$ cat config.mk
export PLATFORM = sky130hd
export DESIGN_NAME = blas_engine
export DESIGN_NICKNAME = d
export VERILOG_FILES = /design/src/pkg_mpu.sv /design/src/pkg_tpu.sv /design/src/blas_engine.sv /design/src/commit_unit.sv /design/src/tpu_exec.sv /design/src/issue_unit.sv /design/src/instr_queue.sv
export SDC_FILE = /design/constraint.sdc
export NUM_CORES = 1
export LEC_CHECK = 0
export BUFFER_PORTS_ARGS = -buffer_cell sky130_fd_sc_hd__buf_4
export CAP_MARGIN = 20
export CORE_ASPECT_RATIO = 1.2
export CORE_UTILIZATION = 67
export DETAILED_ROUTE_END_ITERATION = 8
export PLACE_DENSITY = 0.85
export REMOVE_ABC_BUFFERS = 1
export SYNTH_ARGS = -nofsm -noshare
export SYNTH_HDL_FRONTEND = slang
export SYNTH_HIERARCHICAL = 1
export SYNTH_SLANG_ARGS = --single-unit
$ cat constraint.sdc
create_clock -name clock -period 10 [get_ports clock]
set_input_delay 0 -clock clock [delete_from_list [all_inputs] [get_ports clock]]
set_output_delay 0 -clock clock [all_outputs]
set_load 0.1 [all_outputs]
$ cat src/pkg_mpu.sv
package pkg_mpu;

	////////////////////////////////////////
	// Issue numbering

	typedef logic [3:0]		issue_no_t;				// Wraps after 15

	////////////////////////////////////////
	// Commit record

	// Width matches pkg_tpu::data_t
	typedef struct packed {
		issue_no_t			issue_no;
		logic [15:0]		data;
	} result_t;

endpackage
$ cat src/pkg_tpu.sv
package pkg_tpu;

	import pkg_mpu::issue_no_t;

	////////////////////////////////////////
	// Datapath

	typedef logic [15:0]	data_t;					// Wraps modulo 2^16

	typedef enum logic [1:0] {
		OP_MUL		= 2'd0,							// a*x
		OP_AXPY		= 2'd1,							// a*x + y
		OP_MAC		= 2'd2,							// acc += a*x
		OP_RDACC	= 2'd3							// Read then clear acc
	} op_t;

	////////////////////////////////////////
	// Instruction word

	typedef struct packed {
		op_t				op;
		data_t				a;
		data_t				x;
		data_t				y;
		issue_no_t			issue_no;
	} instr_t;

endpackage

$ cat src/blas_engine.sv
`timescale 1ns/1ns

module blas_engine
	import pkg_tpu::*;
	import pkg_mpu::*;
#(
	parameter int	QUEUE_DEPTH		= 4,
	parameter int	MAX_INFLIGHT	= 8
) (
	input						clock,
	input						rst_n,
	input						cmd_req,
	input	op_t				cmd_op,
	input	data_t				cmd_a,
	input	data_t				cmd_x,
	input	data_t				cmd_y,
	output						cmd_ack,
	output						res_req,
	output	data_t				res_data,
	output	issue_no_t			res_issue_no,
	input						res_ack,
	output						idle
);

	logic						iq_push;
	logic						iq_full;
	logic						iq_pop;
	logic						iq_empty;
	instr_t						iq_push_data;
	instr_t						iq_head;

	logic						rq_push;
	logic						rq_full;
	logic						rq_pop;
	logic						rq_empty;
	result_t					rq_push_data;
	result_t					rq_head;

	logic						commit;

	issue_unit #(
		.MAX_INFLIGHT(	MAX_INFLIGHT	)
	) issue_unit (
		.clock(			clock			),	.rst_n(			rst_n			),
		.cmd_req(		cmd_req			),	.cmd_op(		cmd_op			),
		.cmd_a(			cmd_a			),	.cmd_x(			cmd_x			),
		.cmd_y(			cmd_y			),	.cmd_ack(		cmd_ack			),
		.push(			iq_push			),	.push_data(		iq_push_data	),
		.full(			iq_full			),	.commit(		commit			),
		.idle(			idle			)
	);

	instr_queue #(.DEPTH(QUEUE_DEPTH), .payload_t(instr_t)) cmd_queue (
		.clock(clock), .rst_n(rst_n), .push(iq_push), .push_data(iq_push_data),
		.full(iq_full), .pop(iq_pop), .pop_data(iq_head), .empty(iq_empty)
	);

	tpu_exec tpu_exec (
		.clock(clock), .rst_n(rst_n), .instr_valid(!iq_empty), .instr(iq_head),
		.instr_pop(iq_pop), .res_push(rq_push), .res_data(rq_push_data), .res_full(rq_full)
	);

	instr_queue #(.DEPTH(QUEUE_DEPTH), .payload_t(result_t)) res_queue (
		.clock(clock), .rst_n(rst_n), .push(rq_push), .push_data(rq_push_data),
		.full(rq_full), .pop(rq_pop), .pop_data(rq_head), .empty(rq_empty)
	);

	commit_unit commit_unit (
		.clock(clock), .rst_n(rst_n), .empty(rq_empty), .head(rq_head), .pop(rq_pop),
		.res_req(res_req), .res_data(res_data), .res_issue_no(res_issue_no),
		.res_ack(res_ack), .commit(commit)
	);

endmodule

$ cat src/commit_unit.sv
`timescale 1ns/1ns

module commit_unit
	import pkg_tpu::*;
	import pkg_mpu::*;
(
	input						clock,
	input						rst_n,
	input						empty,
	input	result_t			head,
	output						pop,
	output	logic				res_req,
	output	data_t				res_data,
	output	issue_no_t			res_issue_no,
	input						res_ack,
	output	logic				commit
);

	typedef enum logic [1:0] {
		ST_IDLE,
		ST_WAIT_HI,								// res_req up, waiting for ack
		ST_WAIT_LO								// Waiting for ack to drop
	} state_t;

	state_t						state;

	assign pop = (state == ST_IDLE) && !empty;

	always_ff @(posedge clock) begin
		if (pop) begin
			res_data		<= head.data;
			res_issue_no	<= head.issue_no;
		end
	end

	always_ff @(posedge clock) begin
		if (!rst_n) begin
			state	<= ST_IDLE;
			res_req	<= 1'b0;
			commit	<= 1'b0;
		end else begin
			commit <= 1'b0;
			case (state)
				ST_IDLE: if (pop) begin
					res_req	<= 1'b1;
					state	<= ST_WAIT_HI;
				end
				ST_WAIT_HI: if (res_ack) begin
					res_req	<= 1'b0;
					commit	<= 1'b1;			// Frees one in-flight slot
					state	<= ST_WAIT_LO;
				end
				default: if (!res_ack) state <= ST_IDLE;
			endcase
		end
	end

	a_req_hold: assert property (
		@(posedge clock) disable iff (!rst_n)
		res_req && !res_ack |=> res_req && $stable(res_data) && $stable(res_issue_no)
	) else $error("commit_unit: result changed before res_ack");

endmodule

$ cat src/tpu_exec.sv
`timescale 1ns/1ns

module tpu_exec
	import pkg_tpu::*;
	import pkg_mpu::*;
(
	input						clock,
	input						rst_n,
	input						instr_valid,
	input	instr_t				instr,
	output						instr_pop,
	output						res_push,
	output	result_t			res_data,
	input						res_full
);

	// Stage 1 registers
	logic						s1_valid;
	op_t						s1_op;
	data_t						s1_prod;
	data_t						s1_y;
	issue_no_t					s1_issue_no;

	// Stage 2 registers
	logic						s2_valid;
	result_t					s2_result;

	data_t						acc;
	data_t						acc_next;
	data_t						s2_val;
	logic						s2_ready;
	logic						s1_ready;

	assign s2_ready		= !s2_valid || !res_full;
	assign s1_ready		= !s1_valid || s2_ready;	// Stall only when both full
	assign instr_pop	= instr_valid && s1_ready;
	assign res_push		= s2_valid && !res_full;
	assign res_data		= s2_result;

	always_comb begin
		acc_next = acc;
		case (s1_op)
			OP_MUL:		s2_val = s1_prod;
			OP_AXPY:	s2_val = s1_prod + s1_y;
			OP_MAC: begin
				s2_val		= acc + s1_prod;
				acc_next	= acc + s1_prod;
			end
			default: begin						// OP_RDACC
				s2_val		= acc;
				acc_next	= '0;
			end
		endcase
	end

	always_ff @(posedge clock) begin
		if (!rst_n) begin
			s1_valid	<= 1'b0;
			s2_valid	<= 1'b0;
			acc			<= '0;
		end else begin
			if (s1_ready) s1_valid <= instr_pop;
			if (s2_ready) s2_valid <= s1_valid;
			if (s1_valid && s2_ready) acc <= acc_next;
		end
	end

	always_ff @(posedge clock) begin
		if (instr_pop) begin
			s1_op		<= instr.op;
			s1_prod		<= instr.a * instr.x;	// Low 16 bits kept
			s1_y		<= instr.y;
			s1_issue_no	<= instr.issue_no;
		end
		if (s1_valid && s2_ready) begin
			s2_result	<= '{issue_no: s1_issue_no, data: s2_val};
		end
	end

endmodule

$ cat src/issue_unit.sv
`timescale 1ns/1ns

module issue_unit
	import pkg_tpu::*;
	import pkg_mpu::*;
#(
	parameter int	MAX_INFLIGHT	= 8
) (
	input						clock,
	input						rst_n,
	input						cmd_req,			// Four-phase from host
	input	op_t				cmd_op,
	input	data_t				cmd_a,
	input	data_t				cmd_x,
	input	data_t				cmd_y,
	output	logic				cmd_ack,
	output						push,
	output	instr_t				push_data,
	input						full,
	input						commit,				// One per acknowledged result
	output						idle
);

	issue_no_t					issue_no;
	logic	[3:0]				inflight;
	logic						can_issue;

	assign can_issue	= !full && (inflight < 4'(MAX_INFLIGHT));

	// Accept only on a fresh request
	assign push			= cmd_req && !cmd_ack && can_issue;
	assign idle			= (inflight == '0);

	assign push_data	= '{op: cmd_op, a: cmd_a, x: cmd_x, y: cmd_y, issue_no: issue_no};

	always_ff @(posedge clock) begin
		if (!rst_n) begin
			cmd_ack		<= 1'b0;
			issue_no	<= '0;
		end else begin
			if (push) begin
				cmd_ack		<= 1'b1;
				issue_no	<= issue_no + 1'b1;
			end else if (cmd_ack && !cmd_req) begin
				cmd_ack		<= 1'b0;			// Return to zero
			end
		end
	end

	////////////////////////////////////////
	// In-flight tracking

	always_ff @(posedge clock) begin
		if (!rst_n) begin
			inflight <= '0;
		end else begin
			case ({push, commit})
				2'b10:		inflight <= inflight + 1'b1;
				2'b01:		inflight <= inflight - 1'b1;
				default:	inflight <= inflight;
			endcase
		end
	end

	a_inflight_limit: assert property (
		@(posedge clock) disable iff (!rst_n) inflight <= 4'(MAX_INFLIGHT)
	) else $error("issue_unit: in-flight count above limit");

endmodule

$ cat src/instr_queue.sv
`timescale 1ns/1ns

module instr_queue #(
	parameter int	DEPTH		= 4,
	parameter type	payload_t	= logic [7:0]
) (
	input						clock,
	input						rst_n,
	input						push,
	input	payload_t			push_data,
	output						full,
	input						pop,
	output	payload_t			pop_data,
	output						empty
);

	localparam int AW = (DEPTH > 1) ? $clog2(DEPTH) : 1;
	localparam int CW = $clog2(DEPTH + 1);

	payload_t					mem		[DEPTH];
	logic	[AW-1:0]			wr_ptr;
	logic	[AW-1:0]			rd_ptr;
	logic	[CW-1:0]			count;

	function automatic logic [AW-1:0] next_ptr(input logic [AW-1:0] ptr);
		return (ptr == AW'(DEPTH - 1)) ? '0 : ptr + 1'b1;
	endfunction

	assign full		= (count == CW'(DEPTH));
	assign empty	= (count == '0);
	assign pop_data	= mem[rd_ptr];				// Head is always visible

	always_ff @(posedge clock) begin
		if (push) begin
			mem[wr_ptr] <= push_data;
		end
	end

	always_ff @(posedge clock) begin
		if (!rst_n) begin
			wr_ptr	<= '0;
			rd_ptr	<= '0;
			count	<= '0;
		end else begin
			if (push) wr_ptr <= next_ptr(wr_ptr);
			if (pop) rd_ptr <= next_ptr(rd_ptr);
			case ({push, pop})
				2'b10:		count <= count + 1'b1;
				2'b01:		count <= count - 1'b1;
				default:	count <= count;		// Both or neither
			endcase
		end
	end

	////////////////////////////////////////
	// Producer and consumer must respect the flags

	a_no_overflow: assert property (
		@(posedge clock) disable iff (!rst_n) full |-> !push
	) else $error("instr_queue: push while full");

	a_no_underflow: assert property (
		@(posedge clock) disable iff (!rst_n) empty |-> !pop
	) else $error("instr_queue: pop while empty");

endmodule

==> results summary, run 1 <==
The remaining routing DRC violations came out at 6. After detailed routing, the number of vias per cell comes to 5.93. The number of buffer cells added on primary ports is between 70 and 80.

The floorplan die width is 165 um. The cell type with the highest aggregate area in the netlist is edfxtp_1. Counting the fill cells in the layout gives 1799. The via count came out at approximately 12000. The area growth from synthesis to final layout came out at 11.4%.

The final reports fail on design-rule violations. In this run, the number of DRC markers left after iteration 0 of detailed routing was 819. The mean area per synthesized cell came out at 15.0 sq um. The critical path is of the register to register type. The kind of path behind the tightest hold check is input pin to register. CTS saw 423 sinks. In the synthesized netlist the async set-or-reset flop fraction comes to 0%. The count of cells in the finished layout, fillers not included, comes to 1955. After detailed routing, the average wire length per cell comes to around 21 um. The initial cell density of the core is 68.1%. The site row count is 71. The first TritonRoute pass finished after 7 iterations. The netlist area before placement came out at 0.0214 sq mm. The first global-routing pass estimated roughly 64000 um of wire.

Of the cells placed in the final design, the portion with a size suffix greater than 1 is between 10% and 20%. The die is 198 um tall. The final count of pins violating max slew came out at 0. The number of instances in the synthesized netlist is 1426. In this run the worst setup path terminates at tpu_exec/s1_prod[15]. The initial antenna violation count came out at 0. The floorplan step defined a die boundary enclosing 0.0327 sq mm.

The final weighted congestion in routability-driven placement came out at 0.879. The number of enable flip-flop cells after synthesis is between 300 and 400. The number of global-route vias before repair is 12269. The global-route congestion overflow total is 0. At the pin with the least slew margin, the transition time is 1.06 ns.

The post-route fraction of the period consumed by the critical path came out at 67.6%. For this run, the register share of the synthesized area comes to 57.0%. Clock tree synthesis inserted a total of 40 buffers. The final hold violation count came out at 0. The worst clock skew on the final layout came out at 0.0143 ns. The flow ran to the end, but the final reports show violations. The category of the worst setup path capture point is a register. Once detailed placement completed, the half-perimeter wirelength came to ~25000 um.

The core region area is roughly 0.031 sq mm. The count of final setup violators is 0. The relative slew slack is 29.4%. The count of antenna diodes in the layout is 0. The slack of the worst reg-to-reg path is around 3.2 ns.

The cell sitting at the root of the clock tree is a clkbuf_16. The clock passes through at most 3 buffers. In this run the remaining antenna-violating nets after routing total 0. The boundary pin count came out at 77. The clock edge transition at the registers on the reported setup and hold paths came out at 0.07 ns. The CTS tree is built. The final wirelength came out at 40900 um. Max-cap violations in this run came to 0. The number of buffers inserted by post-CTS setup repair came out at 0. The critical path required time came out at just over 10 ns. The fraction of post-synthesis cell area in the top cell type by area came out at 52.4%. Setup total negative slack on the finished layout was measured at 0 ns. The worst register-to-register path ends at tpu_exec/s1_prod[15].

The cell total after placement came out at 1826. The number of distinct library cell variants in the gate-level netlist after synthesis is 68. The maximum net fanout on the critical path came out at 39. The pin count of the biggest net entering global routing is 55. The worst slack on hold paths is between 0.2 and 0.25 ns. Global routing consumed, over all layers together, between 20% and 30% of the routing resources. STA classifies the critical path startpoint as a register. By area the synthesized netlist is led by edfxtp_1 (52%), mux4_2 (8.4%), fa_1 (7.8%). The logic depth of the worst register-to-register path is 18. The most used flip-flop cell after synthesis is edfxtp_1. The post-layout net count came out at 1756. The total of flip-flops plus latches after synthesis is 423. For the finished layout, the period the worst path requires is 6.76 ns.

The latest clock arrival within the worst-skew pair came out at about 0.55 ns. For this run, the top clock speed supported by timing is 148 MHz. Setup repair after global routing left no endpoint under its margin. At the worst endpoint, the arrival time is 7.05 ns.

The post-cts resize count came out at 0. The count of yosys warnings during synthesis came out at 6. The total number of H-tree levels is 2.
## per-stage QoR
stage          worst slack, ns  utilization, %  instance area [sq um]
2_1_floorplan             2.41               -                  20800
3_3_place_gp              3.25            69.9                  22000
3_5_place_dp              3.15            69.9                  22000
4_1_cts                   3.17            75.8                  23800
5_1_grt                   2.90            75.9                  23900
6_report                  3.24            75.9                  23900
## synthesized netlist by cell type, types with 6 or more instances
master / instances
a21boi_0: 9
and3_1: 9
o21bai_1: 7
xnor2_1: 54
dfxtp_1: 49
fa_1: 84
buf_2: 7
mux4_2: 80
a22oi_1: 6
a21o_1: 8
xor2_1: 22
nand3_1: 10
or3_1: 8
ha_1: 95
nor2_1: 30
clkbuf_1: 23
a21oi_1: 32
and2_1: 88
inv_1: 137
buf_4: 50
mux2i_1: 9
nand2_1: 94
edfxtp_1: 374
o21ai_0: 12
o21a_1: 8
nor3_1: 13
nor2b_1: 31
## layer usage
metal	up-vias	part of all wire, %	global-route usage (%)
met1	5862	39	31.2
li1	5289	-	-
met4	0	2.6	9.34
met2	365	54	48.5
met3	72	4.5	3.81
met5	-	0	0
## registers in the layout (all words and copies together), names as in the netlist, 4 cells and up, named ones only
signal / count
issue_unit/inflight: 4
tpu_exec/res_data: 20
commit_unit/res_issue_no: 4
tpu_exec/s1_issue_no: 4
cmd_queue/mem: 216
tpu_exec/s1_y: 16
tpu_exec/acc: 16
res_queue/mem: 80
issue_unit/issue_no: 4
tpu_exec/s1_prod: 16
commit_unit/res_data: 16
## timing repair
action	4_1_cts	5_1_grt
hold buffers	55	0
hold endpoints to repair	247	0
setup endpoints to repair	0	0
## critical path, cell delays in order (launching register included)
cell,delay (ns)
dfxtp_4,0.55
buf_4,0.68
mux4_2,0.76
and2_1,0.22
fa_1,0.51
fa_1,0.49
ha_1,0.21
fa_1,0.47
inv_1,0.05
fa_1,0.48
fa_1,0.49
inv_1,0.04
ha_1,0.31
a21oi_1,0.23
nor2b_1,0.09
o21a_1,0.19
o31a_1,0.27
o41ai_1,0.31
xnor2_1,0.13
## how the worst min path moves through the flow
stage / startpoint / endpoint / slack (ns) / cells after the start
floorplan: cmd_y[6] / cmd_queue/mem[0][10] / 0.1 / 0
global placement: cmd_a[11] / cmd_queue/mem[1][47] / 0.20 / 1
detailed placement: cmd_a[11] / cmd_queue/mem[1][47] / 0.20 / 1
CTS: cmd_a[7] / cmd_queue/mem[1][43] / 0.18 / 2
global route: cmd_op[1] / cmd_queue/mem[3][53] / 0.20 / 2
finish: cmd_y[13] / cmd_queue/mem[1][17] / 0.21 / 2
## final cells by class
cell class	instances	area, sq um	area share, %
Clock inverter	24	280	1.17
Tap cell	401	502	2.10
Multi-Input combinational cell	777	8080	33.8
Sequential cell	423	12200	51.2
Inverter	137	514	2.15
Timing Repair Buffer	144	1240	5.19
Clock buffer	49	1040	4.38
## placed cells by master, fill, tap and decap left out, types with 4 or more instances in the layout
cell and instances:
edfxtp_1 374, inv_1 137, ha_1 95, nand2_1 94
buf_4 88, fa_1 84, and2_1 83, mux4_2 80
dlygate4sd3_1 55, xnor2_1 54, dfxtp_1 47, clkbuf_16 40
a21oi_1 32, nor2b_1 31, nor2_1 30, xor2_1 22
nor3_1 12, o21ai_0 12, nand3_1 10, and3_1 9
mux2i_1 9, a21boi_0 9, clkbuf_1 8, o21a_1 8
or3_1 8, a21o_1 8, o21bai_1 7, clkinv_2 6
a22oi_1 6, bufinv_16 5, and2_2 5, nor3b_1 5
nand4_1 5, a211oi_1 5, inv_6 4, clkinv_1 4
mux4_1 4, o21ai_1 4
## cells by family after synthesis
| logic type | after synthesis | synth area share (%) |
|---|---|---|
| xor+xnor | 76 | 3.11 |
| simple gates | 307 | 7.56 |
| flops | 423 | 57.0 |
| compound gates | 122 | 4.26 |
| buf+inv | 226 | 5.37 |
| mux | 93 | 9.32 |
| fa+ha+maj | 179 | 13.4 |
Power of run 1 is not shown: default switching activity piles up to over one toggle a cycle in this logic, so the estimate is an artifact.
==> run 2: changes to the inputs <==
--- a/config.mk
+++ b/config.mk
@@ -8,9 +8,9 @@
 export BUFFER_PORTS_ARGS = -buffer_cell sky130_fd_sc_hd__buf_4
 export CAP_MARGIN = 20
 export CORE_ASPECT_RATIO = 1.2
-export CORE_UTILIZATION = 67
+export CORE_UTILIZATION = 57
 export DETAILED_ROUTE_END_ITERATION = 8
-export PLACE_DENSITY = 0.85
+export PLACE_DENSITY = 0.77
 export REMOVE_ABC_BUFFERS = 1
 export SYNTH_ARGS = -nofsm -noshare
 export SYNTH_HDL_FRONTEND = slang
==> constraint.sdc (replaced) <==
create_clock -name clock -period 6.2 [get_ports clock]
set_input_delay 0 -clock clock [delete_from_list [all_inputs] [get_ports clock]]
set_output_delay 0 -clock clock [all_outputs]
set_load 0.1 [all_outputs]
==> results summary, run 2 (synthesized netlist as in run 1, its figures left out) <==
Run status: complete, no violations (was finished with violations). The number of buffer cells added on primary ports came out at 76 (unchanged). The remaining routing DRC violations was 0 (was 6). The placement-stage cell area is 0.0222 sq mm (was 0.0220 sq mm). The summed area of non-filler cells in the final layout is 0.0241 sq mm (was 0.0239 sq mm). The most common cell type on the critical path is ha_1 (was fa_1).

The number of detailed-route iterations in the first pass is 5 (was 7). The register with the most flip-flops is cmd_queue/mem (unchanged). The flip-flop count of the largest register, all copies and words added came out at 216 (unchanged). The share of the core filled with cells came to 65.3% (was 75.9%). The final setup slack of the worst path came out at 0.232 ns (was 3.24 ns). The transition time at the pin with the least slew margin is 1.04 ns (was 1.06 ns). The kind of cell adding the most delay to the critical path is adder cells (unchanged). The area growth from synthesis to final layout came out at 12.4% (was 11.4%). The overall global routing resource usage came out at 20.6% (was 26.4%). The maximum net fanout on the critical path came out at 7 (was 39). The final wirelength is 38300 um (was 40900 um). Unrepaired setup endpoints after global routing: no (unchanged). The overall die area is 0.0384 sq mm (was 0.0327 sq mm).

The register cell area after layout is 0.0122 sq mm (unchanged). The critical path startpoint category is a register (unchanged). The kind of path behind the tightest hold check was input pin to register (unchanged). The slowest cell on the critical path was mux4_2 (unchanged). The worst slack on hold paths came to 0.206 ns (about the same). The clock tree root buffer cell is clkbuf_16 (unchanged). The count of antenna diodes in the layout came out at 0 (unchanged).

The boundary pin count is 77 (unchanged). The latest clock arrival within the worst-skew pair came to 0.55 ns (about the same). The floorplan die width came out at 179 um (was 165 um).

The multi-input gate area in the final layout is 0.00810 sq mm (was 0.00808 sq mm). The count of nets left with antenna violations after detail routing is 0 (unchanged). The critical path data arrival time is 6.24 ns (was 7.05 ns). The instance count along the most critical hold path was 2 (unchanged). The stage delay of the slowest cell on the critical path came out at 0.61 ns (was 0.76 ns). The worst setup slack before clock tree synthesis is 0.237 ns (was 3.15 ns). The post-route fraction of the period consumed by the critical path is 96.3% (was 67.6%). The pin count of the biggest net entering global routing came out at 55 (unchanged). The start point of the worst hold path is cmd_x[3] (was cmd_y[13]). The upper clock frequency limit was 168 MHz (was 148 MHz). The final weighted congestion in routability-driven placement came to 0.887 (was 0.879). The number of clock buffers inserted by TritonCTS is 41 (was 40).

The global-route congestion overflow total was 0 (unchanged). The initial antenna violation count is 0 (unchanged). The endpoint of the worst hold-timing path is cmd_queue/mem[0][23] (was cmd_queue/mem[1][17]). The CTS tree is built (unchanged).

The maximum buffer depth of the clock tree came to 3 (unchanged). The logic depth of the worst register-to-register path came out at 21 (was 18). The endpoint of the worst register-to-register path was tpu_exec/s1_prod[15] (unchanged). The total of max-cap violations is 0 (unchanged). The estimated wirelength of the detail-placed design is 24800 um (was 25400 um). The final count of pins violating max slew came out at 0 (unchanged). The via count is 11344 (was 11588). The post-layout net count came out at 1774 (was 1756). Series of cell instances along the critical path: buf_4 -> mux4_2 -> buf_4 -> and2_1 -> fa_1 -> ha_1 -> ha_1 -> fa_1 -> ha_1 -> inv_1 -> fa_1 -> inv_1 -> ha_1 -> a21oi_1 -> o21bai_1 -> a21oi_1 -> nor2b_1 -> o21a_1 -> o31a_1 -> o41ai_1 -> xnor2_1 (was buf_4 -> mux4_2 -> and2_1 -> fa_1 -> fa_1 -> ha_1 -> fa_1 -> inv_1 -> fa_1 -> fa_1 -> inv_1 -> ha_1 -> a21oi_1 -> nor2b_1 -> o21a_1 -> o31a_1 -> o41ai_1 -> xnor2_1). The wire length of the first global-routing pass came out at 61600 um (was 64400 um). The critical setup path kind is register to register (unchanged). The clock edge transition at the registers on the reported setup and hold paths is 0.06 ns (was 0.07 ns). The category of the worst setup path capture point was a register (unchanged). The leading cell type in the layout, fill and taps excluded was edfxtp_1 (unchanged).

The site row count came out at 77 (was 71). Top flop regs: cmd_queue/mem: 216 flops, res_queue/mem: 80 flops, tpu_exec/res_data: 20 flops (unchanged). The die height came out at 214 um (was 198 um).

The combined buffer and inverter count along the critical path came out at 4 (was 3). The number of DRC violations after detailed-routing iteration 0 is 810 (was 819). The core region area is 0.0369 sq mm (was 0.0314 sq mm). The post-cts resize count came to 0 (unchanged). Most frequent cells in the layout: edfxtp_1 (374), inv_1 (137), buf_4 (102), ha_1 (95), nand2_1 (94) (was edfxtp_1 (374), inv_1 (137), ha_1 (95), nand2_1 (94), buf_4 (88)). The average routed wire per standard cell came out at 18.7 um (was 20.9 um).

The relative slew slack is 30.9% (was 29.4%). The final hold violation count is 0 (unchanged). The number of global-route vias before repair is 12207 (was 12269). The critical path required time was 6.48 ns (was 10.29 ns). The count of final setup violators was 0 (unchanged). The share of post-route cells with drive strength above 1 came out at 17.1% (was 16.4%). The worst clock skew on the final layout came out at 0.0166 ns (was 0.0143 ns). The time the final worst path needs with I/O delays and setup came out at 5.97 ns (was 6.76 ns). The average via count per standard cell is 5.55 (was 5.93). The count of fill cells added during filler insertion is 2522 (was 1799). The total number of H-tree levels is 2 (unchanged). The initial cell density of the core came out at 58.1% (was 68.1%). The clock sink count came out at 423 (unchanged). The slack of the worst reg-to-reg path came to 0.23 ns (was 3.24 ns).
run 2: what timing repair did:
item,in CTS,in global routing
buffers inserted,0,5
hold buffers,55,0
hold endpoints to repair,245,0
endpoints found under the setup margin,0,1
run 2: worst max-delay path by stage:
stage	end	slack, ns	cells after the start
2_1_floorplan	tpu_exec/s1_prod[15]	-1.39	18
3_3_place_gp	tpu_exec/s1_prod[15]	0.32	18
3_5_place_dp	tpu_exec/s1_prod[15]	0.24	18
4_1_cts	tpu_exec/s1_prod[15]	0.21	20
5_1_grt	tpu_exec/s1_prod[15]	0.007	21
6_report	tpu_exec/s1_prod[15]	0.23	21
run 2: worst reg2reg max path, delay by kind of cell, from the launching register on:
family / cells / cell delay (ns)
fa+ha+maj: 7 / 2.47
mux: 1 / 0.61
compound gates: 6 / 1.37
xor+xnor: 1 / 0.12
simple gates: 2 / 0.24
buf+inv: 4 / 0.49
flops: 1 / 0.42
run 2: final cells by class:
type / instances / area share [%]
clock buffer: 53 / 4.58
clock inverter: 20 / 0.717
inverter: 137 / 2.14
multi-input combinational: 778 / 33.6
sequential: 423 / 50.7
tap: 474 / 2.46
timing repair buffer: 160 / 5.74
run 2: stage by stage:
| stage | std cells | setup TNS, ns |
|---|---|---|
| after floorplan | 1337 | -7.60 |
| after global placement | 1910 | 0 |
| after detailed placement | 1910 | 0 |
| after CTS | 2038 | 0 |
| after global routing | 2045 | 0 |
| final | 2045 | 0 |
run 2: per-layer routing:
metal  wire [um]  track usage, %
met4        1080            6.67
met1       15100            25.0
met3        1580            2.85
met2       20600            37.4
met5           0               0
Power of run 2 is left out for the same reason.
